### src/hdl/tester_pkg.sv
package tester_pkg;

   // ------------------------------------------------
   // Memory geometry
   // ------------------------------------------------
   localparam int ADDR_W    = 8;
   localparam int DATA_W    = 32;
   localparam int MEM_DEPTH = 256;

   typedef logic [ADDR_W-1:0] addr_t;
   typedef logic [DATA_W-1:0] data_t;
   typedef logic [7:0]        byte_t;

   // Tester region and pattern
   localparam int    TEST_BASE   = 0;
   localparam int    TEST_LEN    = 16;
   localparam int    ERR_W       = $clog2(TEST_LEN + 1); // Holds a full mismatch count
   localparam data_t PATTERN_KEY = 32'h5a3c_0f96;

   // UART timing and verdict characters
   localparam int    CLKS_PER_BIT = 4;
   localparam int    TICK_W       = $clog2(CLKS_PER_BIT);
   localparam byte_t CHAR_PASS    = 8'h50; // 'P'
   localparam byte_t CHAR_FAIL    = 8'h46; // 'F'

   // ------------------------------------------------
   // State encodings
   // ------------------------------------------------
   typedef enum logic [2:0] {
      T_IDLE, T_WRITE, T_READ, T_WAIT_DATA, T_REPORT, T_DONE
   } tester_state_t;

   typedef enum logic [1:0] {U_IDLE, U_START, U_DATA, U_STOP} uart_state_t;

endpackage

### src/hdl/uart_tx.sv
`timescale 1ns/1ps

module uart_tx (
   input  logic              clk,
   input  logic              rst_n,
   input  logic              tx_start,
   input  tester_pkg::byte_t tx_char,
   output logic              txd,
   output logic              busy
);
   import tester_pkg::*;

   uart_state_t       state;
   logic [TICK_W-1:0] tick;
   logic [2:0]        bit_idx;
   byte_t             shreg;
   logic              bit_end;

   assign bit_end = (tick == TICK_W'(CLKS_PER_BIT - 1));
   assign busy    = (state != U_IDLE);

   always_ff @(posedge clk) begin
      if (!rst_n) begin
         state   <= U_IDLE;
         tick    <= '0;
         bit_idx <= '0;
         txd     <= 1'b1; // Line idles high
      end else begin
         tick <= bit_end ? '0 : tick + 1'b1;
         case (state)
            U_IDLE: begin
               tick <= '0;
               if (tx_start) begin
                  shreg <= tx_char;
                  txd   <= 1'b0; // Start bit
                  state <= U_START;
               end
            end
            U_START: begin
               if (bit_end) begin
                  txd     <= shreg[0]; // LSB first
                  shreg   <= shreg >> 1;
                  bit_idx <= '0;
                  state   <= U_DATA;
               end
            end
            U_DATA: begin
               if (bit_end) begin
                  if (bit_idx == 3'd7) begin
                     txd   <= 1'b1; // Stop bit
                     state <= U_STOP;
                  end else begin
                     txd     <= shreg[0];
                     shreg   <= shreg >> 1;
                     bit_idx <= bit_idx + 1'b1;
                  end
               end
            end
            U_STOP: begin
               if (bit_end) begin
                  state <= U_IDLE;
               end
            end
            default: state <= U_IDLE;
         endcase
      end
   end

endmodule

### config.mk
export PLATFORM = sky130hd
export DESIGN_NAME = uart_tx
export DESIGN_NICKNAME = d
export VERILOG_FILES = /design/src/hdl/tester_pkg.sv /design/src/hdl/uart_tx.sv
export SDC_FILE = /design/constraint.sdc
export NUM_CORES = 1
export LEC_CHECK = 0
export BUFFER_PORTS_ARGS = -buffer_cell sky130_fd_sc_hd__buf_2
export CAP_MARGIN = 40
export CORE_MARGIN = 2
export CORE_UTILIZATION = 45
export CTS_BUF_LIST = sky130_fd_sc_hd__clkbuf_2
export DETAILED_ROUTE_END_ITERATION = 8
export PLACE_DENSITY = 0.63
export SLEW_MARGIN = 20
export SYNTH_ARGS = -nofsm -noshare
export SYNTH_HDL_FRONTEND = slang
export SYNTH_SLANG_ARGS = --single-unit
export TNS_END_PERCENT = 30
### constraint.sdc
create_clock -name clk -period 2.4 [get_ports clk]
set_input_delay 0.48 -clock clk [delete_from_list [all_inputs] [get_ports clk]]
set_output_delay 0.48 -clock clk [all_outputs]
set_load 0.03 [all_outputs]
==> flow_metrics.tcl, run 1 <==
set metrics [dict create \
    numCtsBuffers 3 \
    cts_hold_buffers 0 \
    clk_latency_ns 0.27 \
    skew_ns 0.002094 \
    syn_avg_cell_area_um2 11.58 \
    cellPowerDensity_nw_per_um2 1072 \
    clk_pin_slew_worst_paths_ns 0.15 \
    grt_max_degree 12 \
    holdPathEnd "tick[0]" \
    final_cell_mix "buf_2, nand2_1, ha_1" \
    netlist_area_um2 903.4 \
    dieWidth_um 48.81 \
    min_from "tick[0]" \
    grt_pass1_wl_mm 2.373 \
    critPathRequiredTime_ns 1.92 \
    ir_drop_v 0.0005104 \
    cp.buffers_inverters 3 \
    placed_area_um2 994.7 \
    cts_resized 0 \
    nNetsFinal 114 \
    cpMostUsedCell "inv_1" \
    max_stage_delay_ns 0.40 \
    synthesis.nets 98 \
    ys_types 28 \
    drcViolationCount 0 \
    drtIter0Drc 5 \
    max-cap-violations 0 \
    finalCritPeriodShare_pct 72.32 \
    rows 16 \
    wl_mm 1.374 \
    grt_pass1_vias 546 \
    cts_buffer_depth 2 \
    r2r_cells 6 \
    setup_viol 0 \
    critical_path.endpoint_type "primary output" \
    grt_use_total_pct 12.97 \
    netlist_instances 78 \
    drv_slew 0 \
    tritoncts "built" \
    worstMarginPinSlew_ns 0.3684 \
    coreArea_um2 1922 \
    dieHeight_um 48.81 \
    path_max_fanout 4 \
    seq_area_frac_synth_pct 44.32 \
    status "completed" \
    firstDrtPassIters 3 \
    place_congestion 0.6604 \
    hold_path_class "reg2reg" \
    drtAntennaViolNets 0 \
    reg2reg_from "state[0]" \
    fin_setup_tns_ns 0 \
    cp_top_family "flip-flops" \
    final_area_um2 1013 \
    antenna_cells 0 \
    ios 13 \
    ys_ff_latch 16 \
    cts_setup_buffers 0 \
    r2r-end "shreg[0]" \
    area_growth_pct 12.19 \
    start_util_pct 47.01 \
    fill_cells 200 \
    yosysWarnings 0 \
    final_common_cell "buf_2" \
    cts_root_buffer "clkbuf_2" \
    path_cells "inv_1 -> ha_1 -> inv_1 -> buf_2" \
    dp_hpwl_mm 1.088 \
    grt_setup_unrepaired "false" \
    clock-sinks 16 \
    fin_ws_ns 0.6643 \
    final_util_pct 52.73 \
    arrival_ns 1.26 \
    ff2ff_setup_slack_ns 0.71 \
    period_minus_slack_ns 1.736 \
    critPathSlowestCell "dfxtp_1" \
    antenna_found_initial 0 \
    cp-start-kind "flop" \
    drive_gt1_share_pct 31.18 \
    vias 570 \
    hold_violations 0 \
    hold_depth 1 \
    timing.slew.headroom_pct 75.44 \
    cp-startpoint "state[0]" \
    cts-htree-levels 1 \
    die_area_um2 2382 \
    placement.io_buffers 12 \
    wire_per_inst_um 11.45 \
    crit_type "reg2out" \
    grt_overflow 0 \
    total_leakage_power_nw 0.4160 \
    viasPerCell 4.750 \
    dp_slack_ns 0.7186 \
    max_freq_mhz 576.1 \
]
==> final cells by class <==
class	count	area, um2	share of cell area (%)
clock buffer	3	15.01	1.481
inverter	7	26.28	2.593
timing repair buffer	13	67.56	6.667
tap	27	33.78	3.333
multi-input combinational	53	466.7	46.05
clock inverter	1	3.754	0.3704
sequential	16	400.4	39.51
==> logic make-up (layout without fill, tap and decap cells) <==
logic type	Yosys count	count (layout)	synth area share, %
muxes	9	9	10.94
and+or+nand+nor	21	21	13.30
adders and majority gates	9	9	12.47
AOI/OAI and AO/OA	14	14	14.96
DFF	16	16	44.32
buffers and inverters	9	24	4.016
==> flip-flops by register name, summed over array words and instances, names as in the netlist <==
name / flops
bit_idx: 3
shreg: 8
txd: 1
state: 2
tick: 2
==> worst max-delay path by stage <==
stage	end	slack [ns]	depth (start not counted)
4_1_cts	busy	0.64	4
2_1_floorplan	shreg[0]	0.62	5
3_3_place_gp	shreg[5]	0.77	6
3_5_place_dp	shreg[4]	0.72	6
5_1_grt	busy	0.54	4
6_report	busy	0.66	4
==> metrics by stage <==
| step | power, mW | cells | hold slack, ns |
|---|---|---|---|
| floorplan | 0.8759 | 78 | 0.4081 |
| global placement | 0.9753 | 116 | 0.4247 |
| detailed placement | 0.9882 | 116 | 0.4301 |
| CTS | 1.108 | 120 | 0.4496 |
| global route | 1.171 | 120 | 0.4343 |
| finish | 1.087 | 120 | 0.4621 |
==> power by group <==
part / switching (mW) / total (mW) / leakage (nW) / internal [mW]
logic: 0.287 / 0.536 / 0.262 / 0.249
clock network: 0.0799 / 0.116 / 0.0140 / 0.0362
registers: 0.0352 / 0.435 / 0.140 / 0.399
==> Yosys cell counts (all sizes together) <==
library cell  number  area share [%]
o311ai             1             1.8
o21bai             1             2.1
and2               1            0.69
o21ai              3             1.7
edfxtp             8              27
ha                 9              12
mux2               7             8.7
nand2b             2             1.4
nand2             10             4.2
and4bb             1             1.4
o2111ai            1             2.9
dfxtp              8              18
o21a               1            0.83
inv                7             2.9
a21oi              1            0.55
nor3b              1            0.83
nor4b              1            0.97
nor2b              1            0.69
a31o               1            0.97
a21boi             3             2.5
nand3b             2             1.7
mux2i              2             2.2
a21o               2             1.7
buf                2             1.1
nand3              1             1.1
nor2               1            0.42
==> layer usage <==
| metal | part of all wire, % | global-route usage, % | routed length, um | vias up |
|---|---|---|---|---|
| met3 | 1.5 | 2.761 | 20 | 2 |
| met5 | 0 | 0 | 0 | - |
| met1 | 47 | 15.71 | 652 | 254 |
| li1 | - | - | - | 308 |
| met4 | 0.87 | 7.143 | 12 | 0 |
| met2 | 50 | 21.46 | 688 | 6 |
Power figures use the tool's default switching activity.
==> inputs of run 2 (changes only) <==
--- a/config.mk
+++ b/config.mk
@@ -5,6 +5,7 @@
 export SDC_FILE = /design/constraint.sdc
 export NUM_CORES = 1
 export LEC_CHECK = 0
+export ABC_AREA = 1
 export BUFFER_PORTS_ARGS = -buffer_cell sky130_fd_sc_hd__buf_2
 export CAP_MARGIN = 40
 export CORE_MARGIN = 2
==> constraint.sdc (replaced) <==
create_clock -name clk -period 1.8 [get_ports clk]
set_input_delay 0.36 -clock clk [delete_from_list [all_inputs] [get_ports clk]]
set_output_delay 0.36 -clock clk [all_outputs]
set_load 0.03 [all_outputs]
==> flow_metrics.tcl, run 2 <==
set metrics [dict create \
    timing.slew.headroom_pct 82.38 \
    cp_top_family "simple AND/OR/NAND/NOR gates" \
    grt_pass1_vias 720 \
    place_congestion 0.8056 \
    cp-start-kind "flop" \
    fin_ws_ns 0.1699 \
    path_max_fanout 8 \
    synth_top_family_by_area "simple AND/OR/NAND/NOR gates" \
    post-place-cells 148 \
    power_mw 1.438 \
    max-cap-violations 0 \
    largest_reg_flops 8 \
    cts_setup_buffers 0 \
    cellPowerDensity_nw_per_um2 1430 \
    use_met3_pct 6.792 \
    synth_compound_area_share_pct 1.727 \
    final_common_cell "nand2_1" \
    drtAntennaViolNets 0 \
    regArea_um2 402.9 \
    cts-htree-levels 1 \
    fill_cells 184 \
    synthAdderAreaFrac_pct 12.95 \
    drtIter0Drc 16 \
    dp_hpwl_mm 1.300 \
    clk_latency_ns 0.28 \
    whs_ns 0.2995 \
    coreArea_um2 1764 \
    wire_per_inst_um 10.58 \
    seq_area_frac_synth_pct 46.04 \
    dp_slack_ns 0.1114 \
    multi_input_area_um2 405.4 \
    synthesis.nets 129 \
    layout.cells.non_filler 152 \
    viasPerCell 4.592 \
    synth-xor-area-share_pct 0 \
    clk_pin_slew_worst_paths_ns 0.15 \
    yosys-top-cells-count "nand2_1, inv_1, nor2_1" \
    final_cell_mix "nand2_1, inv_1, nor2_1, buf_2" \
    yosysWarnings 0 \
    total_leakage_power_nw 0.5113 \
    dieHeight_um 47.96 \
    synth_top_area_share_pct 27.63 \
    synth_ff_type "edfxtp_1" \
    antenna_cells 0 \
    max_stage_delay_ns 0.38 \
    dieWidth_um 47.96 \
    fin_setup_tns_ns 0 \
    reg_top3 "shreg (8), bit_idx (3)" \
    drv_slew 0 \
    vias 698 \
    synth_largest_area_cell "edfxtp_1" \
    grt_pass1_wl_mm 2.822 \
    ys_ff_latch 16 \
    synthTopCellsByArea "edfxtp_1, dfxtp_1, nand2_1" \
    syn_avg_cell_area_um2 7.978 \
    ios 13 \
    grt_max_degree 10 \
    synthSimpleGateAreaFrac_pct 31.37 \
    placement.io_buffers 12 \
    critical_path.endpoint_type "flop" \
    synth_edf_count 8 \
    synthMuxAreaShare_pct 0 \
    largest-register "shreg" \
    drcViolationCount 0 \
    skew_ns 0.01150 \
    antenna_found_initial 0 \
    clock-sinks 16 \
    grt_setup_unrepaired "false" \
    die_area_um2 2300 \
    grt_use_total_pct 17.72 \
    cts_root_buffer "clkbuf_2" \
    netlist_instances 109 \
    grt_overflow 0 \
    ir_drop_v 0.0006440 \
    crit_type "reg2reg" \
    top_usage_layer "met2" \
    start_util_pct 49.29 \
    finalCritPeriodShare_pct 90.56 \
    period_minus_slack_ns 1.630 \
    status "completed" \
    hold_violations 0 \
    cp.buffers_inverters 2 \
    ys_types 15 \
    drive_gt1_share_pct 22.83 \
    worstMarginPinSlew_ns 0.2639 \
    nNetsFinal 148 \
    cpMostUsedCell "nand2_1" \
    area_growth_pct 15.68 \
    setup_viol 0 \
    tritoncts "built" \
    firstDrtPassIters 4 \
    synth.most_common_cell "nand2_1" \
    arrival_ns 1.64 \
    numCtsBuffers 3 \
    cts_buffer_depth 2 \
    hold_path_class "in2reg" \
    wl_mm 1.608 \
    max_freq_mhz 613.5 \
    path_cells "inv_1 -> ha_1 -> nand2_1 -> nand2_1 -> nor2_4 -> nand2_2 -> nor3_2 -> buf_4" \
    critPathSlowestCell "dfxtp_2" \
    netlist_area_um2 869.6 \
    critPathRequiredTime_ns 1.81 \
    globalRouteMet2Util_pct 33.33 \
    async_flop_share_pct 0 \
    grt_use_met1_pct 19.40 \
    rows 15 \
]
## run 2: cell count changes after synthesis, sizes merged, moves of 3 or more
cell | before | now
nand2 | 10 | 38
nor2 | 1 | 14
o21ai | 3 | 0
inv | 7 | 17
mux2 | 7 | 0
a21boi | 3 | 0
nand3 | 1 | 9
## run 2: power breakdown
part	internal (mW)	switching, mW	leakage, nW	total (mW)
Sequential	0.552	0.0506	0.142	0.603
Clock	0.0589	0.108	0.0166	0.167
Combinational	0.231	0.437	0.353	0.668
## run 2: final timing paths
path	start	to	slack, ns	depth (start not counted)
setup / recovery	state[0]	shreg[0]	0.17	8
setup reg to reg	state[0]	shreg[0]	0.17	8
hold reg to reg	tick[0]	tick[0]	0.44	1
hold / removal	rst_n	txd	0.30	2
## run 2: final cells by class
type | instances | share of cell area (%)
inverters | 17 | 6.343
well taps | 25 | 3.109
clock buffers | 4 | 1.990
multi-input cells | 75 | 40.30
repair buffers | 15 | 8.209
flip-flops and latches | 16 | 40.05
## run 2: through the flow
stage / cell area, um2 / util (%)
floorplan: 869.6 / -
global placement: 978.4 / 55.46
detailed placement: 978.4 / 55.46
CTS: 998.5 / 56.60
global route: 1006 / 57.02
finish: 1006 / 57.02
## run 2: worst register-to-register path, stage by stage, from the launching register on
cell	delay, ns
dfxtp_2	0.38
inv_1	0.07
ha_1	0.23
nand2_1	0.09
nand2_1	0.09
nor2_4	0.12
nand2_2	0.07
nor3_2	0.10
buf_4	0.19
## run 2: logic make-up (layout without fill, tap and decap cells)
group                    Yosys count  in the layout
adder cells (fa/ha/maj)            9              9
AO/OA/AOI/OAI                      3              3
buffers and inverters             18             36
AND/OR/NAND/NOR                   63             63
flip-flops                        16             16
## run 2: layer usage
layer	share of wire, %	vias up
met2	53	10
li1	-	375
met1	43	313
met4	0	0
met5	0	-
met3	3.9	0
## run 2: repair_timing
item                                    4_1_cts  5_1_grt
endpoints found under the setup margin        0        8
resized for setup                             0        3
hold buffers                                  0        0
