**src/hdl/tester_pkg.sv**
```systemverilog
package tester_pkg;

   // ------------------------------------------------
   // Memory geometry
   // ------------------------------------------------
   localparam int ADDR_W    = 8;
   localparam int DATA_W    = 32;
   localparam int MEM_DEPTH = 256;

   typedef logic [ADDR_W-1:0] addr_t;
   typedef logic [DATA_W-1:0] data_t;
   typedef logic [7:0]        byte_t;

   // Tester region and pattern
   localparam int    TEST_BASE   = 0;
   localparam int    TEST_LEN    = 16;
   localparam int    ERR_W       = $clog2(TEST_LEN + 1); // Holds a full mismatch count
   localparam data_t PATTERN_KEY = 32'h5a3c_0f96;

   // UART timing and verdict characters
   localparam int    CLKS_PER_BIT = 4;
   localparam int    TICK_W       = $clog2(CLKS_PER_BIT);
   localparam byte_t CHAR_PASS    = 8'h50; // 'P'
   localparam byte_t CHAR_FAIL    = 8'h46; // 'F'

   // ------------------------------------------------
   // State encodings
   // ------------------------------------------------
   typedef enum logic [2:0] {
      T_IDLE, T_WRITE, T_READ, T_WAIT_DATA, T_REPORT, T_DONE
   } tester_state_t;

   typedef enum logic [1:0] {U_IDLE, U_START, U_DATA, U_STOP} uart_state_t;

endpackage

```
**src/hdl/tester_core.sv**
```systemverilog
`timescale 1ns/1ps

module tester_core (
   input  logic              clk,
   input  logic              rst_n,
   input  logic              start,
   input  logic              verify,
   output logic              req,
   output logic              we,
   output tester_pkg::addr_t addr,
   output tester_pkg::data_t wdata,
   input  logic              gnt,
   input  logic              rvalid,
   input  tester_pkg::data_t rdata,
   output tester_pkg::byte_t tx_char,
   output logic              tx_start,
   output logic              done
);
   import tester_pkg::*;

   tester_state_t    state;
   addr_t            idx;
   logic [ERR_W-1:0] err_cnt;
   data_t            pattern;
   logic             last_word;

   assign addr      = addr_t'(TEST_BASE) + idx;
   assign pattern   = data_t'(addr) ^ PATTERN_KEY; // Word owned by this address
   assign last_word = (idx == addr_t'(TEST_LEN - 1));

   // Request held by state until granted
   assign req   = (state == T_WRITE) || (state == T_READ);
   assign we    = (state == T_WRITE);
   assign wdata = pattern;

   // ------------------------------------------------
   // Test sequencer
   // ------------------------------------------------
   always_ff @(posedge clk) begin
      if (!rst_n) begin
         state    <= T_IDLE;
         idx      <= '0;
         err_cnt  <= '0;
         tx_start <= 1'b0;
         done     <= 1'b0;
      end else begin
         tx_start <= 1'b0;
         case (state)
            T_IDLE, T_DONE: begin
               if (start || verify) begin
                  done    <= 1'b0;
                  idx     <= '0;
                  err_cnt <= '0;
                  state   <= start ? T_WRITE : T_READ; // Verify skips the fill
               end else if (state == T_DONE) begin
                  done <= 1'b1;
               end
            end
            T_WRITE: begin
               if (gnt) begin
                  if (last_word) begin
                     idx   <= '0;
                     state <= T_READ;
                  end else begin
                     idx <= idx + 1'b1;
                  end
               end
            end
            T_READ: begin
               if (gnt) begin
                  state <= T_WAIT_DATA;
               end
            end
            T_WAIT_DATA: begin
               if (rvalid) begin
                  if (rdata != pattern) begin
                     err_cnt <= err_cnt + 1'b1;
                  end
                  if (last_word) begin
                     state <= T_REPORT;
                  end else begin
                     idx   <= idx + 1'b1;
                     state <= T_READ;
                  end
               end
            end
            T_REPORT: begin
               tx_start <= 1'b1; // done follows one cycle later
               state    <= T_DONE;
            end
            default: state <= T_IDLE;
         endcase
      end
   end

   // Verdict character
   always_ff @(posedge clk) begin
      if (state == T_REPORT) begin
         tx_char <= (err_cnt == '0) ? CHAR_PASS : CHAR_FAIL;
      end
   end

endmodule

```
**config.mk**
```make
export PLATFORM = sky130hd
export DESIGN_NAME = tester_core
export DESIGN_NICKNAME = d
export VERILOG_FILES = /design/src/hdl/tester_pkg.sv /design/src/hdl/tester_core.sv
export SDC_FILE = /design/constraint.sdc
export NUM_CORES = 1
export LEC_CHECK = 0
export BUFFER_PORTS_ARGS = -buffer_cell sky130_fd_sc_hd__buf_2
export CAP_MARGIN = 20
export CORE_ASPECT_RATIO = 1.5
export CORE_UTILIZATION = 40
export DETAILED_ROUTE_END_ITERATION = 10
export PLACE_DENSITY_LB_ADDON = 0.08
export SYNTH_ARGS = -nofsm -noshare
export SYNTH_HDL_FRONTEND = slang
export SYNTH_SLANG_ARGS = --single-unit
```
**constraint.sdc**
```tcl
create_clock -name clk -period 2.2 [get_ports clk]
set_clock_uncertainty 0.1 [all_clocks]
set_input_delay 0.33 -clock clk [delete_from_list [all_inputs] [get_ports clk]]
set_output_delay 0.33 -clock clk [all_outputs]
set_load 0.01 [all_outputs]
```
==> flow_summary_export.csv, run 1 <==
group,metric,value,unit
run_status,status,"finished, violations left",
run_status,violations,"setup timing",
sta,whs,0.337,ns
sta,setup_viol,1,
floorplanning,die_x,54.1,µm
finish,final_util,56.6,%
sta,hold_viol,0,
synthesis,ys_top_cells_by_area,"dfxtp_1, buf_4, xnor2_1",
floorplanning,initial_core_util,41.5,%
route,drt_pass1_iterations,4,
hold_path,whs_path_depth,3,
critical_path,crit_chain,"buf_4, buf_4, nand2_1, o311ai_2, or4_4, or4_1, a21oi_1",
critical_path,crit_path_top_delay_cell,"or4_4",
placed_design,pre_cts_slack,-0.0873,ns
synthesis,synthCells,202,
grt,antenna_found_initial,0,
clock_network,cts.sinks,20,
grt,grt_pass1_vias,1379,
critical_path,crit_family,"simple AND/OR/NAND/NOR gates",
placed_design,post_dp_cell_area,0.00208,mm²
floorplanning,core,0.00392,mm²
route,routed_wl,4070,µm
floorplanning,die_y,80.1,µm
synthesis,yosysTopAreaCell,"dfxtp_1",
job,drv_cap,0,
synthesis,yosysSeqAreaShare,25.8,%
sta,layout_worst_path_cycle_share,101,%
placed_design,dp_hpwl,3250,µm
grt,grt_pass1_wl,6100,µm
critical_path,worstPathRequired,2.30,ns
synthesis,synth.top_cell.area_share,22.1,%
clock_network,holdBufCountCts,0,
synthesis,synth_area,0.00163,mm²
critical_path,r2r_cells,7,
synthesis,synthTopCellsByCount,"buf_4, dfxtp_1, nand2_1",
placed_design,gp_congestion,0.826,
floorplanning,rows,28,
synthesis,yosysMostFrequentCell,"buf_4",
synthesis,yosys_warnings,0,
sta,finalMaxSlewViolations,0,
route,vias_per_cell,4.87,
route,postRouteAntennaNets,0,
floorplanning,boundaryPins,90,
clock_network,numCtsBuffers,3,
critical_path,arrival,2.31,ns
clock_network,cts_tree,"built",
route,drcViolationCount,0,
synthesis,syn_area_per_cell,8.06,µm²
route,drt_iter0_markers,27,
hold_path,min-delay-start,"rst_n",
clock_network,clk_latency,0.26,ns
hold_path,holdPathEnd,"state[1]",
critical_path,slowest_delay,0.54,ns
finish,regArea,425,µm²
power,vdd_drop_max,0.540,mV
sta,min_period,2.21,ns
finish,layout-drive-gt1-share,41.0,%
critical_path,timing.rr.start,"state[2]",
clock_network,cts_max_level,1,
critical_path,r2r-end,"idx[7]",
placed_design,port_buffers,60,
finish,diodes,0,
finish,multi_input_area,0.00101,mm²
clock_network,clk_path_buf_depth,2,
sta,fmax,0.452,GHz
critical_path,rrSetupSlack,-0.01,ns
synthesis,yosysUniqueCellTypes,55,
synthesis,synth_seq_cells,20,
synthesis,synth-edff-count,2,
floorplanning,die_area,0.00433,mm²
critical_path,cpMostUsedCell,"buf_4",
grt,grt_max_degree,14,
power,power.leakage,1.07,nW
critical_path,path_buf_inv,2,
critical_path,crit_type,"flip-flop to flip-flop",
grt,grt.total_usage,19.2,%
route,vias,1656,
critical_path,crit_fanout,7,
clock_network,cts-root-buf,"clkbuf_8",
grt,grt_overflow,0,
critical_path,cp-end-kind,"flip-flop",
route,routedWlPerCell,12.0,µm
synthesis,ys.flop_type,"dfxtp_1",
power,power_density,777,mW/mm²
finish,area_growth,36.4,%
finish,fin_area,0.00222,mm²
finish,fill_cells,410,
synthesis,async_reset_ff_share,0,%
sta,fin_ws,-0.0112,ns
critical_path,cp-start-kind,"flip-flop",
clock_network,clk_pin_slew_worst_paths,0.08,ns
sta,rsz0062_at_grt,"yes",
hold_path,min_path_type,"primary input to flip-flop",
finish,nets,337,
-- worst register-to-register path: stages (launching register included) --
cell and delay (ns):
dfxtp_4 0.37, buf_4 0.14, buf_4 0.14, nand2_1 0.08, o311ai_2 0.11, or4_4 0.54
or4_1 0.51, a21oi_1 0.15
-- report_power, final --
part           switching, mW  internal, mW
sequential            0.0271         0.399
clock                  0.133         0.125
combinational          0.481         0.558
total                  0.642          1.08
-- repair_timing --
action                                  4_1_cts  5_1_grt
gates resized for setup                       6       10
cloned                                        0        0
endpoints found under the hold margin         0        0
endpoints found under the setup margin        5       11
pin swaps                                     0        3
buffers inserted                              3        2
-- cell families after synthesis --
family / count (synthesis) / synth area share [%]
and+or+nand+nor: 73 / 27.4
adders and majority gates: 3 / 2.31
AOI/OAI and AO/OA: 37 / 15.5
muxes: 2 / 1.31
xor gates and xnor gates: 12 / 6.46
buffers and inverters: 53 / 20.7
DFF: 20 / 25.8
other: 2 / 0.461
-- flip-flops by register name (all words and copies together) (netlist names) --
name and count:
done 1, err_cnt 5, idx 8, state 3
tx_char 2, tx_start 1
-- final cells by class --
cell class / instances / area share (%)
inverter: 11 / 1.86
timing repair buffer: 104 / 28.9
clock buffer: 3 / 1.86
clock inverter: 1 / 0.169
multi-input combinational: 156 / 45.5
tap: 45 / 2.54
sequential: 20 / 19.2
-- placed cells by master, fill, tap and decap left out, types with 3 or more instances in the layout --
| cell type | count |
|---|---|
| o22ai_1 | 4 |
| buf_6 | 3 |
| nor2_1 | 12 |
| dfxtp_1 | 16 |
| xor2_1 | 3 |
| nor3_1 | 3 |
| nor2b_1 | 3 |
| ha_1 | 3 |
| conb_1 | 29 |
| clkbuf_8 | 3 |
| o21ai_0 | 3 |
| nand4_1 | 3 |
| inv_1 | 11 |
| a21oi_1 | 8 |
| or4_1 | 5 |
| nor4b_1 | 4 |
| buf_4 | 41 |
| buf_2 | 60 |
| o31ai_1 | 3 |
| nand2_1 | 15 |
| xnor2_1 | 9 |
| nand3_1 | 5 |
-- how the worst max path moves through the flow --
stage               slack [ns]       from  cells after the start    endpoint
detailed placement       -0.09  rdata[15]                      6  err_cnt[1]
global placement         -0.06   state[1]                      9      idx[6]
finish                   -0.01   state[2]                      7      idx[7]
CTS                     -0.008   state[1]                      6      idx[7]
floorplan                 0.01   state[1]                      7      idx[5]
global route             -0.12   state[2]                      7      idx[7]
-- stage by stage --
step / TNS (ns) / std cells / power, mW
2_1_floorplan: 0 / 229 / 0.992
3_3_place_gp: -0.155 / 331 / 1.37
3_5_place_dp: -0.322 / 331 / 1.36
4_1_cts: -0.0117 / 338 / 1.67
5_1_grt: -0.535 / 340 / 1.86
6_report: -0.0112 / 340 / 1.72
-- metal layers --
| layer | vias to the layer above | wire length, µm | track usage [%] |
|---|---|---|---|
| li1 | 843 | - | - |
| met1 | 751 | 1580 | 22.4 |
| met2 | 56 | 2250 | 34.2 |
| met3 | 6 | 178 | 2.84 |
| met4 | 0 | 58 | 5.90 |
| met5 | - | 0 | 0 |
Note: power is estimated with default switching activity, not from simulation.
==> run 2: changes to the inputs <==
- ABC_AREA: not set -> 1
- CORE_UTILIZATION: 40 -> 41
- SKIP_CTS_REPAIR_TIMING: not set -> 1
==> run 2 against run 1 <==
Effect of this change: the run now ends clean; synthesized cell count grew 37%; critical path depth grew 3; first-iteration DRC count grew 37%; sequential share of layout area grew 2.0 points; sequential cell count is the same; clock power grew 13%; maximum frequency grew 18%; sequential power grew 15%; global-route usage grew 0.28 points; area after synthesis grew 5.1%; clock-buffer cell count grew 1; critical path type unchanged.
==> flow_summary_export.csv, run 2 <==
group,metric,value,unit
route,vias,1772,
critical_path,timing.rr.start,"idx[1]",
finish,final_cells,381,
power,power_density,742,mW/mm²
synthesis,async_reset_ff_share,0,%
placed_design,gp_congestion,0.874,
finish,largest_reg_flops,8,
finish,top_register,"idx",
placed_design,dp_hpwl,3120,µm
route,vias_per_cell,4.65,
critical_path,r2r_cells,10,
sta,layout_worst_path_cycle_share,85.5,%
clock_network,clk_pin_slew_worst_paths,0.08,ns
grt,grt_max_degree,12,
critical_path,r2r-end,"idx[3]",
synthesis,yosysMostFrequentCell,"nand2_1",
floorplanning,core,0.00396,mm²
critical_path,crit_type,"flip-flop to flip-flop",
clock_network,cts.sinks,20,
grt,grt_pass1_vias,1558,
finish,mostFrequentLayoutCells,"nand2_1, buf_2, inv_1",
placed_design,dp.cells,376,
finish,multi_input_area,963,µm²
clock_network,cts-root-buf,"clkbuf_8",
synthesis,syn_area_per_cell,6.18,µm²
placed_design,port_buffers,60,
finish,fill_cells,467,
floorplanning,die_y,81.1,µm
synthesis,yosysTopAreaCell,"dfxtp_1",
synthesis,ys_top_cells_by_area,"dfxtp_1, nand2_1, buf_4",
finish,layout-drive-gt1-share,24.7,%
synthesis,yosysSeqAreaShare,24.6,%
floorplanning,boundaryPins,90,
critical_path,arrival,1.92,ns
finish,nets,378,
power,power.leakage,1.06,nW
grt,antenna_found_initial,0,
critical_path,endpoint,"idx[3]",
grt,grt_pass1_wl,6330,µm
synthesis,synth_area,0.00171,mm²
floorplanning,rows,28,
route,drt_pass1_iterations,4,
floorplanning,die_x,54.8,µm
clock_network,cts_tree,"built",
run_status,status,"complete, no violations",
grt,grt.total_usage,19.4,%
clock_network,clk_latency,0.26,ns
sta,fmax,0.532,GHz
synthesis,synthTopCellsByCount,"nand2_1, inv_1, buf_4",
critical_path,rrSetupSlack,0.32,ns
route,routedWlPerCell,9.94,µm
synthesis,synth-edff-count,2,
clock_network,numCtsBuffers,3,
hold_path,min_path_type,"primary input to flip-flop",
power,vdd_drop_max,0.364,mV
clock_network,cts_max_level,1,
critical_path,cp-startpoint,"idx[1]",
floorplanning,initial_core_util,43.2,%
job,drv_cap,0,
sta,setup_tns,0,ns
sta,finalMaxSlewViolations,0,
sta,rsz0062_at_grt,"no",
hold_path,whs_path_depth,3,
finish,area_growth,16.2,%
sta,setup_viol,0,
sta,min_period,1.88,ns
route,postRouteAntennaNets,0,
synthesis,synth_seq_cells,20,
sta,hold_viol,0,
grt,grt_overflow,0,
critical_path,worstPathRequired,2.24,ns
synthesis,synthCells,277,
synthesis,synth.top_cell.area_share,21.1,%
finish,reg_top3,"idx (8), err_cnt (5), state (3)",
synthesis,ys.flop_type,"dfxtp_1",
finish,mostFrequentLayoutCell,"nand2_1",
critical_path,cp-start-kind,"flip-flop",
route,routed_wl,3790,µm
floorplanning,die_area,0.00444,mm²
route,drt_iter0_markers,37,
synthesis,yosysUniqueCellTypes,29,
synthesis,yosys_warnings,0,
critical_path,crit_fanout,11,
critical_path,cp-end-kind,"flip-flop",
route,drcViolationCount,0,
finish,regArea,422,µm²
clock_network,clk_path_buf_depth,2,
finish,diodes,0,
run 2: cell count changes in the layout (fill, tap and decap cells not counted), sizes merged, moves of 4 or more:
cell	change
nand2	+64
buf	-39
inv	+30
nor2	+19
a21oi	+14
xnor2	-8
or4	-7
o21ai	+6
nand3	+5
nor4b	-4
o22ai	-4
run 2: layout make-up:
| class | count | share of cell area [%] |
|---|---|---|
| clock buffer | 4 | 2.77 |
| inverter | 41 | 7.74 |
| multi-input combinational | 206 | 48.5 |
| timing repair buffer | 65 | 17.0 |
| sequential | 20 | 21.2 |
| tap | 45 | 2.83 |
run 2: cell families after synthesis:
group	Yosys count	share of synthesized area [%]
adder cells (fa/ha/maj)	3	2.19
AO/OA/AOI/OAI	35	11.5
XOR/XNOR	7	3.58
buffers and inverters	78	25.2
flip-flops	20	24.6
AND/OR/NAND/NOR	132	32.5
other	2	0.439
run 2: worst min-delay path by stage:
stage | slack, ns | start | to
floorplan | 0.35 | rst_n | err_cnt[0]
global placement | 0.39 | err_cnt[1] | err_cnt[1]
detailed placement | 0.40 | idx[7] | idx[7]
CTS | 0.26 | rst_n | err_cnt[3]
global route | 0.26 | rst_n | state[1]
finish | 0.26 | rst_n | err_cnt[3]
run 2: worst max-delay path, cell delays in order (launching register included):
cell     delay, ns
dfxtp_1       0.39
ha_1          0.20
nand2_1       0.09
nor2_2        0.12
nand4_1       0.17
nor2_2        0.15
nor2_1        0.06
nand2_2       0.20
inv_2         0.12
nand2_1       0.09
a21oi_1       0.06
run 2: per-layer routing:
layer  GRT usage [%]  wire [µm]  vias up
met2            37.6       2070       68
li1                -          -      915
met1            19.5       1480      782
met4            7.44         88        0
met3            2.43        151        7
met5               0          0        -
run 2: stage by stage:
step	hold WS, ns	utilization, %	power, mW	instance area (µm²)	setup slack [ns]
floorplan	0.350	-	1.06	1810	0.425
global placement	0.387	48.5	1.20	1920	0.276
detailed placement	0.397	48.5	1.19	1920	0.207
CTS	0.259	49.9	1.48	1980	0.199
global route	0.263	50.2	1.62	1990	0.0269
finish	0.264	50.2	1.48	1990	0.319
run 2: power by group:
part / total (mW) / switching (mW) / leakage, nW / internal (mW)
sequential: 0.490 / 0.0581 / 0.165 / 0.432
combinational: 0.694 / 0.463 / 0.869 / 0.232
clock: 0.292 / 0.132 / 0.0288 / 0.160
total: 1.48 / 0.653 / 1.06 / 0.823
