==> config.mk <==
export PLATFORM = sky130hd
export DESIGN_NAME = mem_arbiter
export DESIGN_NICKNAME = d
export VERILOG_FILES = /design/src/hdl/tester_pkg.sv /design/src/hdl/mem_arbiter.sv
export SDC_FILE = /design/constraint.sdc
export NUM_CORES = 1
export LEC_CHECK = 0
export BUFFER_PORTS_ARGS = -buffer_cell sky130_fd_sc_hd__buf_2
export CORE_AREA = 2 2 87 89
export CTS_CLUSTER_DIAMETER = 30
export CTS_CLUSTER_SIZE = 10
export DETAILED_ROUTE_END_ITERATION = 10
export DIE_AREA = 0 0 89 91
export PLACE_DENSITY = 0.62
export SETUP_SLACK_MARGIN = 0.05
export SYNTH_ARGS = -nofsm -noshare
export SYNTH_HDL_FRONTEND = slang
export SYNTH_SLANG_ARGS = --single-unit
==> constraint.sdc <==
create_clock -name clk -period 1 [get_ports clk]
set_input_delay 0.2 -clock clk [delete_from_list [all_inputs] [get_ports clk]]
set_output_delay 0.2 -clock clk [all_outputs]
set_load 0.005 [all_outputs]
==> src/hdl/tester_pkg.sv <==
package tester_pkg;

   // ------------------------------------------------
   // Memory geometry
   // ------------------------------------------------
   localparam int ADDR_W    = 8;
   localparam int DATA_W    = 32;
   localparam int MEM_DEPTH = 256;

   typedef logic [ADDR_W-1:0] addr_t;
   typedef logic [DATA_W-1:0] data_t;
   typedef logic [7:0]        byte_t;

   // Tester region and pattern
   localparam int    TEST_BASE   = 0;
   localparam int    TEST_LEN    = 16;
   localparam int    ERR_W       = $clog2(TEST_LEN + 1); // Holds a full mismatch count
   localparam data_t PATTERN_KEY = 32'h5a3c_0f96;

   // UART timing and verdict characters
   localparam int    CLKS_PER_BIT = 4;
   localparam int    TICK_W       = $clog2(CLKS_PER_BIT);
   localparam byte_t CHAR_PASS    = 8'h50; // 'P'
   localparam byte_t CHAR_FAIL    = 8'h46; // 'F'

   // ------------------------------------------------
   // State encodings
   // ------------------------------------------------
   typedef enum logic [2:0] {
      T_IDLE, T_WRITE, T_READ, T_WAIT_DATA, T_REPORT, T_DONE
   } tester_state_t;

   typedef enum logic [1:0] {U_IDLE, U_START, U_DATA, U_STOP} uart_state_t;

endpackage

==> src/hdl/mem_arbiter.sv <==
`timescale 1ns/1ps

module mem_arbiter (
   input  logic              clk,
   input  logic              rst_n,
   input  logic              t_req,
   input  logic              t_we,
   input  tester_pkg::addr_t t_addr,
   input  tester_pkg::data_t t_wdata,
   output logic              t_gnt,
   output logic              t_rvalid,
   output tester_pkg::data_t t_rdata,
   input  logic              s_req,
   input  logic              s_we,
   input  tester_pkg::addr_t s_addr,
   input  tester_pkg::data_t s_wdata,
   output logic              s_gnt,
   output logic              s_rvalid,
   output tester_pkg::data_t s_rdata,
   output logic              mem_en,
   output logic              mem_we,
   output tester_pkg::addr_t mem_addr,
   output tester_pkg::data_t mem_wdata,
   input  tester_pkg::data_t mem_rdata
);
   import tester_pkg::*;

   logic last_s; // SUT granted last
   logic t_elig, s_elig;
   logic t_next, s_next;

   // A master in its grant cycle still shows the old request
   assign t_elig = t_req & ~t_gnt;
   assign s_elig = s_req & ~s_gnt;
   assign t_next = t_elig & (~s_elig | last_s);
   assign s_next = s_elig & (~t_elig | ~last_s);

   always_ff @(posedge clk) begin
      if (!rst_n) begin
         t_gnt    <= 1'b0;
         s_gnt    <= 1'b0;
         t_rvalid <= 1'b0;
         s_rvalid <= 1'b0;
         last_s   <= 1'b0;
      end else begin
         t_gnt    <= t_next;
         s_gnt    <= s_next;
         t_rvalid <= t_gnt & ~t_we; // Read data returns to its issuer
         s_rvalid <= s_gnt & ~s_we;
         if (t_next || s_next) begin
            last_s <= s_next;
         end
      end
   end

   // ------------------------------------------------
   // Memory port mux with the access in the grant cycle
   // ------------------------------------------------
   assign mem_en    = t_gnt | s_gnt;
   assign mem_we    = (t_gnt & t_we) | (s_gnt & s_we);
   assign mem_addr  = s_gnt ? s_addr : t_addr;
   assign mem_wdata = s_gnt ? s_wdata : t_wdata;
   assign t_rdata   = mem_rdata;
   assign s_rdata   = mem_rdata;

endmodule

==> results of run 1 <==
==> path summary, 6_finish.rpt <==
kind / endpoint / cells past startpoint / from
setup / recovery: mem_addr[1] / 3 / s_gnt$_SDFF_PN0_
hold / removal: t_gnt$_SDFF_PN0_ / 3 / t_req
setup reg to reg: last_s$_SDFFE_PN0P_ / 3 / s_gnt$_SDFF_PN0_
hold reg to reg: t_gnt$_SDFF_PN0_ / 2 / last_s$_SDFFE_PN0P_
==> cells in the final DEF, fill, tap and decap left out <==
cell type,instances
a21oi_1,1
dfxtp_2,1
nand3b_1,2
and3b_1,2
mux2_4,40
clkbuf_16,1
dfxtp_4,1
buf_12,1
and3_4,1
nor2b_4,1
inv_1,1
a22o_1,1
clkbuf_1,1
or2_4,1
dfxtp_1,3
o211a_1,1
clkbuf_8,3
buf_6,46
buf_2,91
==> cells in the mapped netlist (all sizes together) <==
library cell	number
a22o	1
dfxtp	5
a21oi	1
and3b	2
inv	1
or2	1
o211a	1
buf	69
nand3b	2
mux2	40
and3	1
nor2b	1
==> power groups by stage <==
| stage | logic (mW) | registers (mW) | clock network, mW |
|---|---|---|---|
| finish | 0.887 | 0.229 | 0.371 |
| global placement | 0.661 | 0.228 | 0 |
| floorplan | 0.560 | 0.222 | 0 |
| detailed placement | 0.669 | 0.228 | 0 |
| global route | 0.950 | 0.232 | 0.397 |
| CTS | 0.721 | 0.225 | 0.385 |
==> registers in the layout, summed over array words and instances (netlist names) <==
register,count
last_s,1
s_rvalid,1
t_gnt,1
t_rvalid,1
s_gnt,1
==> final cells by class <==
type | count | area (µm²) | area share (%)
Inverter | 1 | 3.75 | 0.189
Multi-Input combinational cell | 50 | 691 | 34.8
Timing Repair Buffer | 139 | 1020 | 51.3
Tap cell | 99 | 124 | 6.23
Clock buffer | 4 | 45.0 | 2.27
Sequential cell | 5 | 105 | 5.29
==> cell families after synthesis <==
family                 after synthesis  share of synthesized area [%]
AOI/OAI and AO/OA                    3                           1.82
and+or+nand+nor                      7                           3.93
DFF                                  5                           7.67
muxes                               40                           45.2
buffers and inverters               70                           41.4
==> layer usage <==
metal  vias to the layer above  share of wire [%]  wire, µm
li1                        502                  -         -
met1                       469                 31      1130
met2                        90                 54      1940
met3                         2                 14       521
met4                         0               0.53        19
met5                         -                  0         0
==> timing repair <==
item	CTS	global route
gates cloned	0	1
pin swaps	0	2
setup endpoints to repair	46	45
gates resized for setup	14	41
==> worst reg2reg max path, cell delays in order (launching register included) <==
cell,delay [ns]
dfxtp_4,0.44
buf_6,0.16
nor2b_4,0.05
o211a_1,0.19
==> per-stage QoR <==
step	instances	cell area, µm²	hold WS (ns)	setup slack, ns
after detailed placement	293	1610	0.400	-0.269
final	298	1990	0.240	-0.468
after global routing	298	1990	0.264	-0.514
after floorplan	125	1320	0.333	-0.114
after CTS	297	1730	0.237	-0.465
after global placement	293	1610	0.400	-0.247
==> summary.md, run 1 <==
| Metric | Value |
|---|---|
| Max incr delay on CP | `roughly 0.44 ns` |
| Crit. End Element | `primary output` |
| First-pass iteration count of the detailed router | `4` |
| Cell Area, Synth | `1310 µm²` |
| First-pass GRT wire length | `~4300 µm` |
| Final Hold Viols | `0` |
| CP arrival | `1.27 ns` |
| DP HPWL | `2890 µm` |
| Family with the most delay on the worst path | `flip-flops` |
| Setup Buffers After CTS | `0` |
| Worst-path clk slew | `about 0.040 ns` |
| Die Y | `91 µm` |
| Hold crit path type | `in2reg` |
| Final ANT Viol Nets | `0` |
| Core Util, Final | `approximately 28%` |
| Total track usage | `under 10%` |
| Pwr Density | `around 750 nW/µm²` |
| Comb power frac | `approximately 60%` |
| CP max-delay cell | `dfxtp_4` |
| Fmax | `681 MHz` |
| Clock buffer depth | `2` |
| Synth area leader | `mux2_4` |
| Setup slack, reg-to-reg | `roughly 0.050 ns` |
| DRT Wirelength | `between 3000 and 4000 µm` |
| Syn Inst Count | `125` |
| Crit Path Category | `reg2out` |
| Clk sinks | `5` |
| Synth area leaders | `mux2_4 (43%), buf_4 (37%), dfxtp_1 (7.7%), buf_6 (4.3%), mux2_2 (2.6%)` |
| Antenna violations before repair | `0` |
| Clock power frac | `25.0%` |
| Final WS setup | `-0.468 ns` |
| Worst-path fanout max | `8` |
| Met1 Use GR | `5.13%` |
| Slew margin rel. | `about nine tenths` |
| Post-CTS Hold Buffers | `0` |
| Crit start category | `flop` |
| Die width | `between 80 and 90 µm` |
| Fillers | `around 750` |
| GR Util met3 | `roughly 3.4%` |
| CP Data Required Time | `0.80 ns` |
| Htree depth | `1` |
| Final RePlAce weighted congestion | `0.667` |
| RSZ-0062 raised after global routing | `yes` |
| Synth-to-Final Area Change | `52.3%` |
| Average wire per standard cell | `around 12 µm` |
| Max-cap violations | `0` |
| Sequential Power Share | `between 10% and 20%` |
| Post-synthesis register bit count | `5` |
| Worst-Margin Slew | `about 0.17 ns` |
| Port-buffer cells | `about 130` |
| Final Power | `1.49 mW` |
| GR peak layer | `met2` |
| Final period utilization | `147%` |
| Iteration-0 DRC Markers | `12` |
| Drt drc | `0` |
| Final min period | `about 1.5 ns` |
| Buffers and inverters on the worst path | `2` |
| Share of the synthesized area in the top cell type | `42.6%` |
| CTS tree | `built` |
| Number of global-route vias before repair | `around 1000` |
| Share of cells above drive strength 1 | `94.0%` |
| Clock Skew | `slightly above 0.003 ns` |
| Largest net degree at the start of global routing | `16` |
| Starting Density | `a little under a fifth` |
| GRT overflow | `0` |
| Via count | `1063` |
| Syn nets | `243` |
| Post-route setup TNS | `-18.13 ns` |
| Number of I/O pins | `228` |
| Part of the Yosys area used for sequential elements | `~7.7%` |
| Clk root buf | `clkbuf_8` |
| Final Max Tran Viols | `0` |
| Failing checks | `setup timing` |
| Net Sw Frac | `between 20% and 30%` |
| Status | `complete, but fails checks` |
| Leak Pwr | `roughly 1.1 nW` |
| Final setup fails | `43` |
| Die area | `just over 8000 µm²` |
| Netlist cell types | `14` |
| # diodes | `0` |
| Ys Warns | `0` |
| Worst path cell trace | `clkbuf_16 -> mux2_4 -> buf_6` |
| Clock Latency Late Sink | `0.22 ns` |
| Met2 usage | `between 10 and 15%` |
| Core ar. | `about 7100 µm²` |
| Vias per cell | `around 3.6` |
| Max IR drop VDD | `0.000217 V` |
| Num rows | `31` |
| Final Net Count | `about 320` |
| Cts bufs inserted | `3` |
| Switching Power | `371 µW` |
| Internal power | `between 1 and 1.5 mW` |
| Synth Area per Inst | `10.4 µm²` |
No activity file was read; power rests on OpenSTA's default activity.
==> inputs of run 2 (changes only) <==
- CTS_BUF_LIST: default -> sky130_fd_sc_hd__clkbuf_8
- SLEW_MARGIN: default -> 20
==> summary.md, run 2 (same netlist as run 1, synthesis figures left out) <==
| Metric | Value |
|---|---|
| Status | `complete, but fails checks` |
| Failing checks | `setup timing` |
| Fmax | `681 MHz (about the same)` |
| Total track usage | `6.71% (unchanged)` |
| GRT overflow | `0 (unchanged)` |
| Average wire per standard cell | `12.1 µm (unchanged)` |
| Cts bufs inserted | `3 (unchanged)` |
| Commonest non-fill, non-tap cell in the layout | `buf_2` |
| Pwr Density | `744 nW/µm² (-0.65%)` |
| Antenna violations before repair | `0 (unchanged)` |
| Hold crit path type | `in2reg` |
| Worst-Margin Slew | `0.172 ns (+0.00000143 ns)` |
| Drt drc | `0 (unchanged)` |
| First-pass GRT wire length | `4330 µm (unchanged)` |
| Die Y | `91 µm (unchanged)` |
| Largest net degree at the start of global routing | `16 (unchanged)` |
| Clk root buf | `clkbuf_8` |
| Clock Skew | `0.00265 ns (-0.000397 ns)` |
| Reg-to-reg critical path startpoint | `s_gnt$_SDFF_PN0_` |
| DRT Wirelength | `3610 µm (unchanged)` |
| Post-route setup TNS | `-18.15 ns (-0.0228 ns)` |
| Final instance count without filler cells | `298 (unchanged)` |
| CTS tree | `built` |
| CP Data Required Time | `0.80 ns (about the same)` |
| Crit Path Category | `reg2out` |
| Share of cells above drive strength 1 | `94.0% (unchanged)` |
| DP HPWL | `2890 µm (unchanged)` |
| Max IR drop VDD | `0.000217 V (about the same)` |
| Worst Reg-to-Reg Cells | `3 (unchanged)` |
| Final min period | `1.47 ns (+0.000532 ns)` |
| Leak Pwr | `1.08 nW (+0.39%)` |
| Worst-path clk slew | `0.04 ns (about the same)` |
| Clock buffer depth | `2 (unchanged)` |
| CP max-delay cell | `dfxtp_4` |
| Worst-path fanout max | `8 (unchanged)` |
| Design Area, Final | `1990 µm² (unchanged)` |
| Via count | `1063 (unchanged)` |
| Critical Path Source | `s_gnt$_SDFF_PN0_` |
| Core ar. | `7140 µm² (unchanged)` |
| Final Hold Viols | `0 (unchanged)` |
| Synth-to-Final Area Change | `52.3% (unchanged)` |
| Final setup fails | `43 (unchanged)` |
| Clk sinks | `5 (unchanged)` |
| First-pass iteration count of the detailed router | `4 (unchanged)` |
| Final WS setup | `-0.469 ns (-0.000532 ns)` |
| Core Util, Final | `27.8% (unchanged)` |
| Dpl cell area | `1610 µm² (unchanged)` |
| Final ANT Viol Nets | `0 (unchanged)` |
| # diodes | `0 (unchanged)` |
| Iteration-0 DRC Markers | `12 (unchanged)` |
| Crit start category | `flop` |
| Final period utilization | `147% (about the same)` |
| Num rows | `31 (unchanged)` |
| RSZ-0062 raised after global routing | `yes` |
| Crit. End Element | `primary output` |
| Final Net Count | `318 (unchanged)` |
| # placed instances | `293 (unchanged)` |
| Htree depth | `1 (unchanged)` |
| Final Power | `1.48 mW (-0.65%)` |
| Die width | `89 µm (unchanged)` |
| Most frequent cells in the layout | `buf_2 (91), buf_6 (46), mux2_4 (40)` |
| Die area | `8100 µm² (unchanged)` |
| Setup slack, reg-to-reg | `0.05 ns (about the same)` |
| Worst Setup EP | `mem_addr[1]` |
| Number of I/O pins | `228 (unchanged)` |
| Max-cap violations | `0 (unchanged)` |
| Setup Buffers After CTS | `0 (unchanged)` |
| Final Max Tran Viols | `0 (unchanged)` |
| Post-CTS Hold Buffers | `0 (unchanged)` |
| Port-buffer cells | `131 (unchanged)` |
| Worst path cell trace | `clkbuf_16 -> mux2_4 -> buf_6` |
| Starting Density | `18.3% (unchanged)` |
| Vias per cell | `3.57 (unchanged)` |
| Number of global-route vias before repair | `1048 (unchanged)` |
| Final RePlAce weighted congestion | `0.667 (unchanged)` |
| RR Endpoint | `last_s$_SDFFE_PN0P_` |
| Slew margin rel. | `88.5% (about the same)` |
| Clock Latency Late Sink | `0.22 ns (about the same)` |
| CP arrival | `1.27 ns (about the same)` |
| Max incr delay on CP | `0.44 ns (about the same)` |
==> run 2: cell count changes in the layout (fill, tap and decap cells not counted), sizes merged <==
cell    change
clkbuf      -1
inv         +1
==> run 2: per-stage QoR <==
| step | setup WS (ns) | hold slack (ns) |
|---|---|---|
| floorplan | -0.114 | 0.333 |
| global placement | -0.247 | 0.400 |
| detailed placement | -0.269 | 0.400 |
| CTS | -0.465 | 0.237 |
| global route | -0.514 | 0.264 |
| finish | -0.469 | 0.240 |
==> run 2: where the power goes <==
part           leakage, nW  total (mW)  internal [mW]  switching (mW)
clock               0.0269       0.362          0.263          0.0986
sequential          0.0421       0.229          0.212          0.0176
combinational         1.01       0.887          0.631           0.256
total                 1.08        1.48           1.11           0.372
==> run 2: timing repair <==
item	in CTS	in global routing
cloned	0	1
setup endpoints to repair	46	45
endpoints found under the hold margin	0	0
pin swaps	0	2
gates resized for setup	14	41
==> run 2: worst max-delay path, delay by kind of cell, from the launching register on <==
family / cells / cell delay (ns)
buffers and inverters: 2 / 0.30
flip-flops: 1 / 0.44
multiplexers: 1 / 0.30
==> run 2: area by class of cell <==
type | count | area, µm²
Fill cell | 754 | 5150
Timing Repair Buffer | 139 | 1020
Multi-Input combinational cell | 50 | 691
Tap cell | 99 | 124
Sequential cell | 5 | 105
Clock buffer | 3 | 41.3
Clock inverter | 1 | 3.75
Inverter | 1 | 3.75
==> run 2: worst min path at each step <==
stage,cells past startpoint,start,end
2_1_floorplan,1,rst_n,last_s$_SDFFE_PN0P_
3_5_place_dp,0,mem_rdata[8],s_rdata[8]
6_report,3,t_req,t_gnt$_SDFF_PN0_
3_3_place_gp,0,mem_rdata[8],s_rdata[8]
5_1_grt,3,t_req,t_gnt$_SDFF_PN0_
4_1_cts,3,t_req,t_gnt$_SDFF_PN0_
==> run 2: layer usage <==
layer  track usage (%)  vias up  part of all wire [%]
li1                  -      502                     -
met1              5.13      469                    31
met2              13.6       90                    54
met3              3.36        2                    14
met4              2.36        0                  0.53
met5                 0        -                     0
==> inputs of run 3 (changes only) <==
- PLACE_DENSITY: 0.62 -> 0.65
==> summary.md, run 3 (same netlist as run 1, synthesis figures left out) <==
| Metric | Value |
|---|---|
| # diodes | `0 (unchanged)` |
| Htree depth | `1 (unchanged)` |
| Port-buffer cells | `131 (unchanged)` |
| Crit start category | `flop` |
| Clock power frac | `25.5% (+1.0 points)` |
| Hold wc startpoint | `t_req` |
| Final Hold Viols | `0 (unchanged)` |
| Reg-to-reg critical path startpoint | `s_gnt$_SDFF_PN0_` |
| DRT Wirelength | `3610 µm (+0.11%)` |
| Hold EP | `t_gnt$_SDFF_PN0_` |
| Num rows | `31 (unchanged)` |
| Final Max Tran Viols | `0 (unchanged)` |
| Clock buffer depth | `2 (unchanged)` |
| Core ar. | `7140 µm² (unchanged)` |
| Final period utilization | `144% (-3.1 points)` |
| Final RePlAce weighted congestion | `0.704 (+5.6%)` |
| Antenna violations before repair | `0 (unchanged)` |
| Worst-path clk slew | `0.04 ns (about the same)` |
| Final setup fails | `43 (unchanged)` |
| Iteration-0 DRC Markers | `13 (+1)` |
| Share of cells above drive strength 1 | `93.8% (-0.12 points)` |
| DP HPWL | `3020 µm (+4.5%)` |
| Clock Latency Late Sink | `0.22 ns (about the same)` |
| First-pass iteration count of the detailed router | `2 (-2)` |
| Final ANT Viol Nets | `0 (unchanged)` |
| Number of I/O pins | `228 (unchanged)` |
| CTS tree | `built` |
| Worst-path fanout max | `20 (+12)` |
| Final Net Count | `314 (-1.3%)` |
| Failing checks | `setup timing` |
| Comb power frac | `58.8% (-1.2 points)` |
| Worst-Margin Slew | `0.153 ns (-0.0190 ns)` |
| Synth-to-Final Area Change | `45.3%` |
| Total track usage | `7.13% (+0.42 points)` |
| Die Y | `91 µm (unchanged)` |
| Max-cap violations | `0 (unchanged)` |
| Leak Pwr | `1.03 nW (-4.1%)` |
| Clock Skew | `0.00397 ns (+0.00132 ns)` |
| Die area | `8100 µm² (unchanged)` |
| Final WS setup | `-0.438 ns (+0.0312 ns)` |
| Slew margin rel. | `89.8% (+1.3 points)` |
| Starting Density | `18.3% (unchanged)` |
| Vias per cell | `3.66 (+2.5%)` |
| RR Endpoint | `last_s$_SDFFE_PN0P_` |
| Crit Path Category | `reg2out` |
| Die width | `89 µm (unchanged)` |
| Largest net degree at the start of global routing | `21 (+5)` |
| Hold depth | `3 (unchanged)` |
| Fmax | `696 MHz (+2.2%)` |
| Average wire per standard cell | `12.3 µm (+1.5%)` |
| Max IR drop VDD | `0.000249 V (+15%)` |
| First-pass GRT wire length | `4460 µm (+3.0%)` |
| Cts bufs inserted | `3 (unchanged)` |
| Commonest non-fill, non-tap cell in the layout | `buf_2` |
| Via count | `1075 (+1.1%)` |
| GRT overflow | `0 (unchanged)` |
| Clk sinks | `5 (unchanged)` |
| Fillers | `760 (+0.80%)` |
| Clk root buf | `clkbuf_8` |
| Final min period | `1.44 ns (-0.0312 ns)` |
| Net Sw Frac | `25.2% (about the same)` |
| Sequential Power Share | `15.7% (+0.2 points)` |
| CP arrival | `1.24 ns (-0.03 ns)` |
| Hold crit path type | `in2reg` |
| Number of global-route vias before repair | `1037 (-1.0%)` |
| Final Power | `1.43 mW (-3.3%)` |
| Final hold slack | `0.237 ns (-0.00333 ns)` |
| Internal power | `1.07 mW (-3.3%)` |
| Crit. End Element | `primary output` |
| Drt drc | `0 (unchanged)` |
| CP Data Required Time | `0.80 ns (about the same)` |
| Pwr Density | `754 nW/µm² (+1.4%)` |
| Switching Power | `360 µW (-3.3%)` |
| Status | `complete, but fails checks` |
| Worst Reg-to-Reg Cells | `3 (unchanged)` |
| Most frequent cells in the layout | `buf_2 (95), mux2_4 (39), buf_6 (37)` |
| Setup slack, reg-to-reg | `0.06 ns (about the same)` |
| RSZ-0062 raised after global routing | `yes` |
run 3: critical path: stages (launching register included):
cell and delay, ns:
dfxtp_4 0.38, buf_12 0.19, mux2_4 0.31, buf_2 0.13
run 3: worst max-delay path by stage:
stage                     startpoint            to  slack [ns]  cells past startpoint
global placement    s_gnt$_SDFF_PN0_   mem_addr[7]       -0.23                      3
finish              s_gnt$_SDFF_PN0_  mem_wdata[4]       -0.44                      3
global route        s_gnt$_SDFF_PN0_  mem_wdata[6]       -0.48                      3
detailed placement  s_gnt$_SDFF_PN0_  mem_wdata[6]       -0.26                      3
CTS                 s_gnt$_SDFF_PN0_  mem_wdata[6]       -0.44                      3
floorplan           s_gnt$_SDFF_PN0_   mem_addr[0]       -0.11                      3
run 3: layer usage:
metal  GRT usage [%]  wire, µm  up-vias
met2            13.8      1950       90
met3            3.91       522        2
met5               0         0        -
li1                -         -      494
met1            5.68      1110      489
met4            2.74        27        0
run 3: per-stage QoR:
| stage | cell area, µm² | instances | utilization [%] | worst slack [ns] | setup TNS (ns) |
|---|---|---|---|---|---|
| after floorplan | 1320 | 125 | - | -0.114 | -4.29 |
| after global placement | 1600 | 289 | 22.4 | -0.235 | -8.71 |
| after detailed placement | 1600 | 289 | 22.4 | -0.259 | -9.31 |
| after CTS | 1840 | 294 | 25.8 | -0.445 | -17.47 |
| after global routing | 1900 | 294 | 26.6 | -0.480 | -18.79 |
| final | 1900 | 294 | 26.6 | -0.438 | -17.20 |
run 3: what timing repair did:
item,CTS,global route
hold endpoints to repair,0,0
resized for setup,34,9
hold buffers,0,0
buffers inserted,1,0
setup endpoints to repair,46,44
run 3: power groups by stage:
stage               Sequential (mW)  Combinational [mW]  Clock (mW)
detailed placement            0.228               0.669           0
floorplan                     0.222               0.560           0
finish                        0.224               0.841       0.364
CTS                           0.224               0.806       0.375
global route                  0.226               0.901       0.392
global placement              0.227               0.655           0
run 3: final cells by class:
type,instances,area [µm²],share of cell area (%)
clock buffer,3,41.3,2.18
sequential,5,105,5.54
multi-input combinational,50,677,35.7
timing repair buffer,135,940,49.6
clock inverter,1,5.00,0.264
tap,99,124,6.53
inverter,1,3.75,0.198
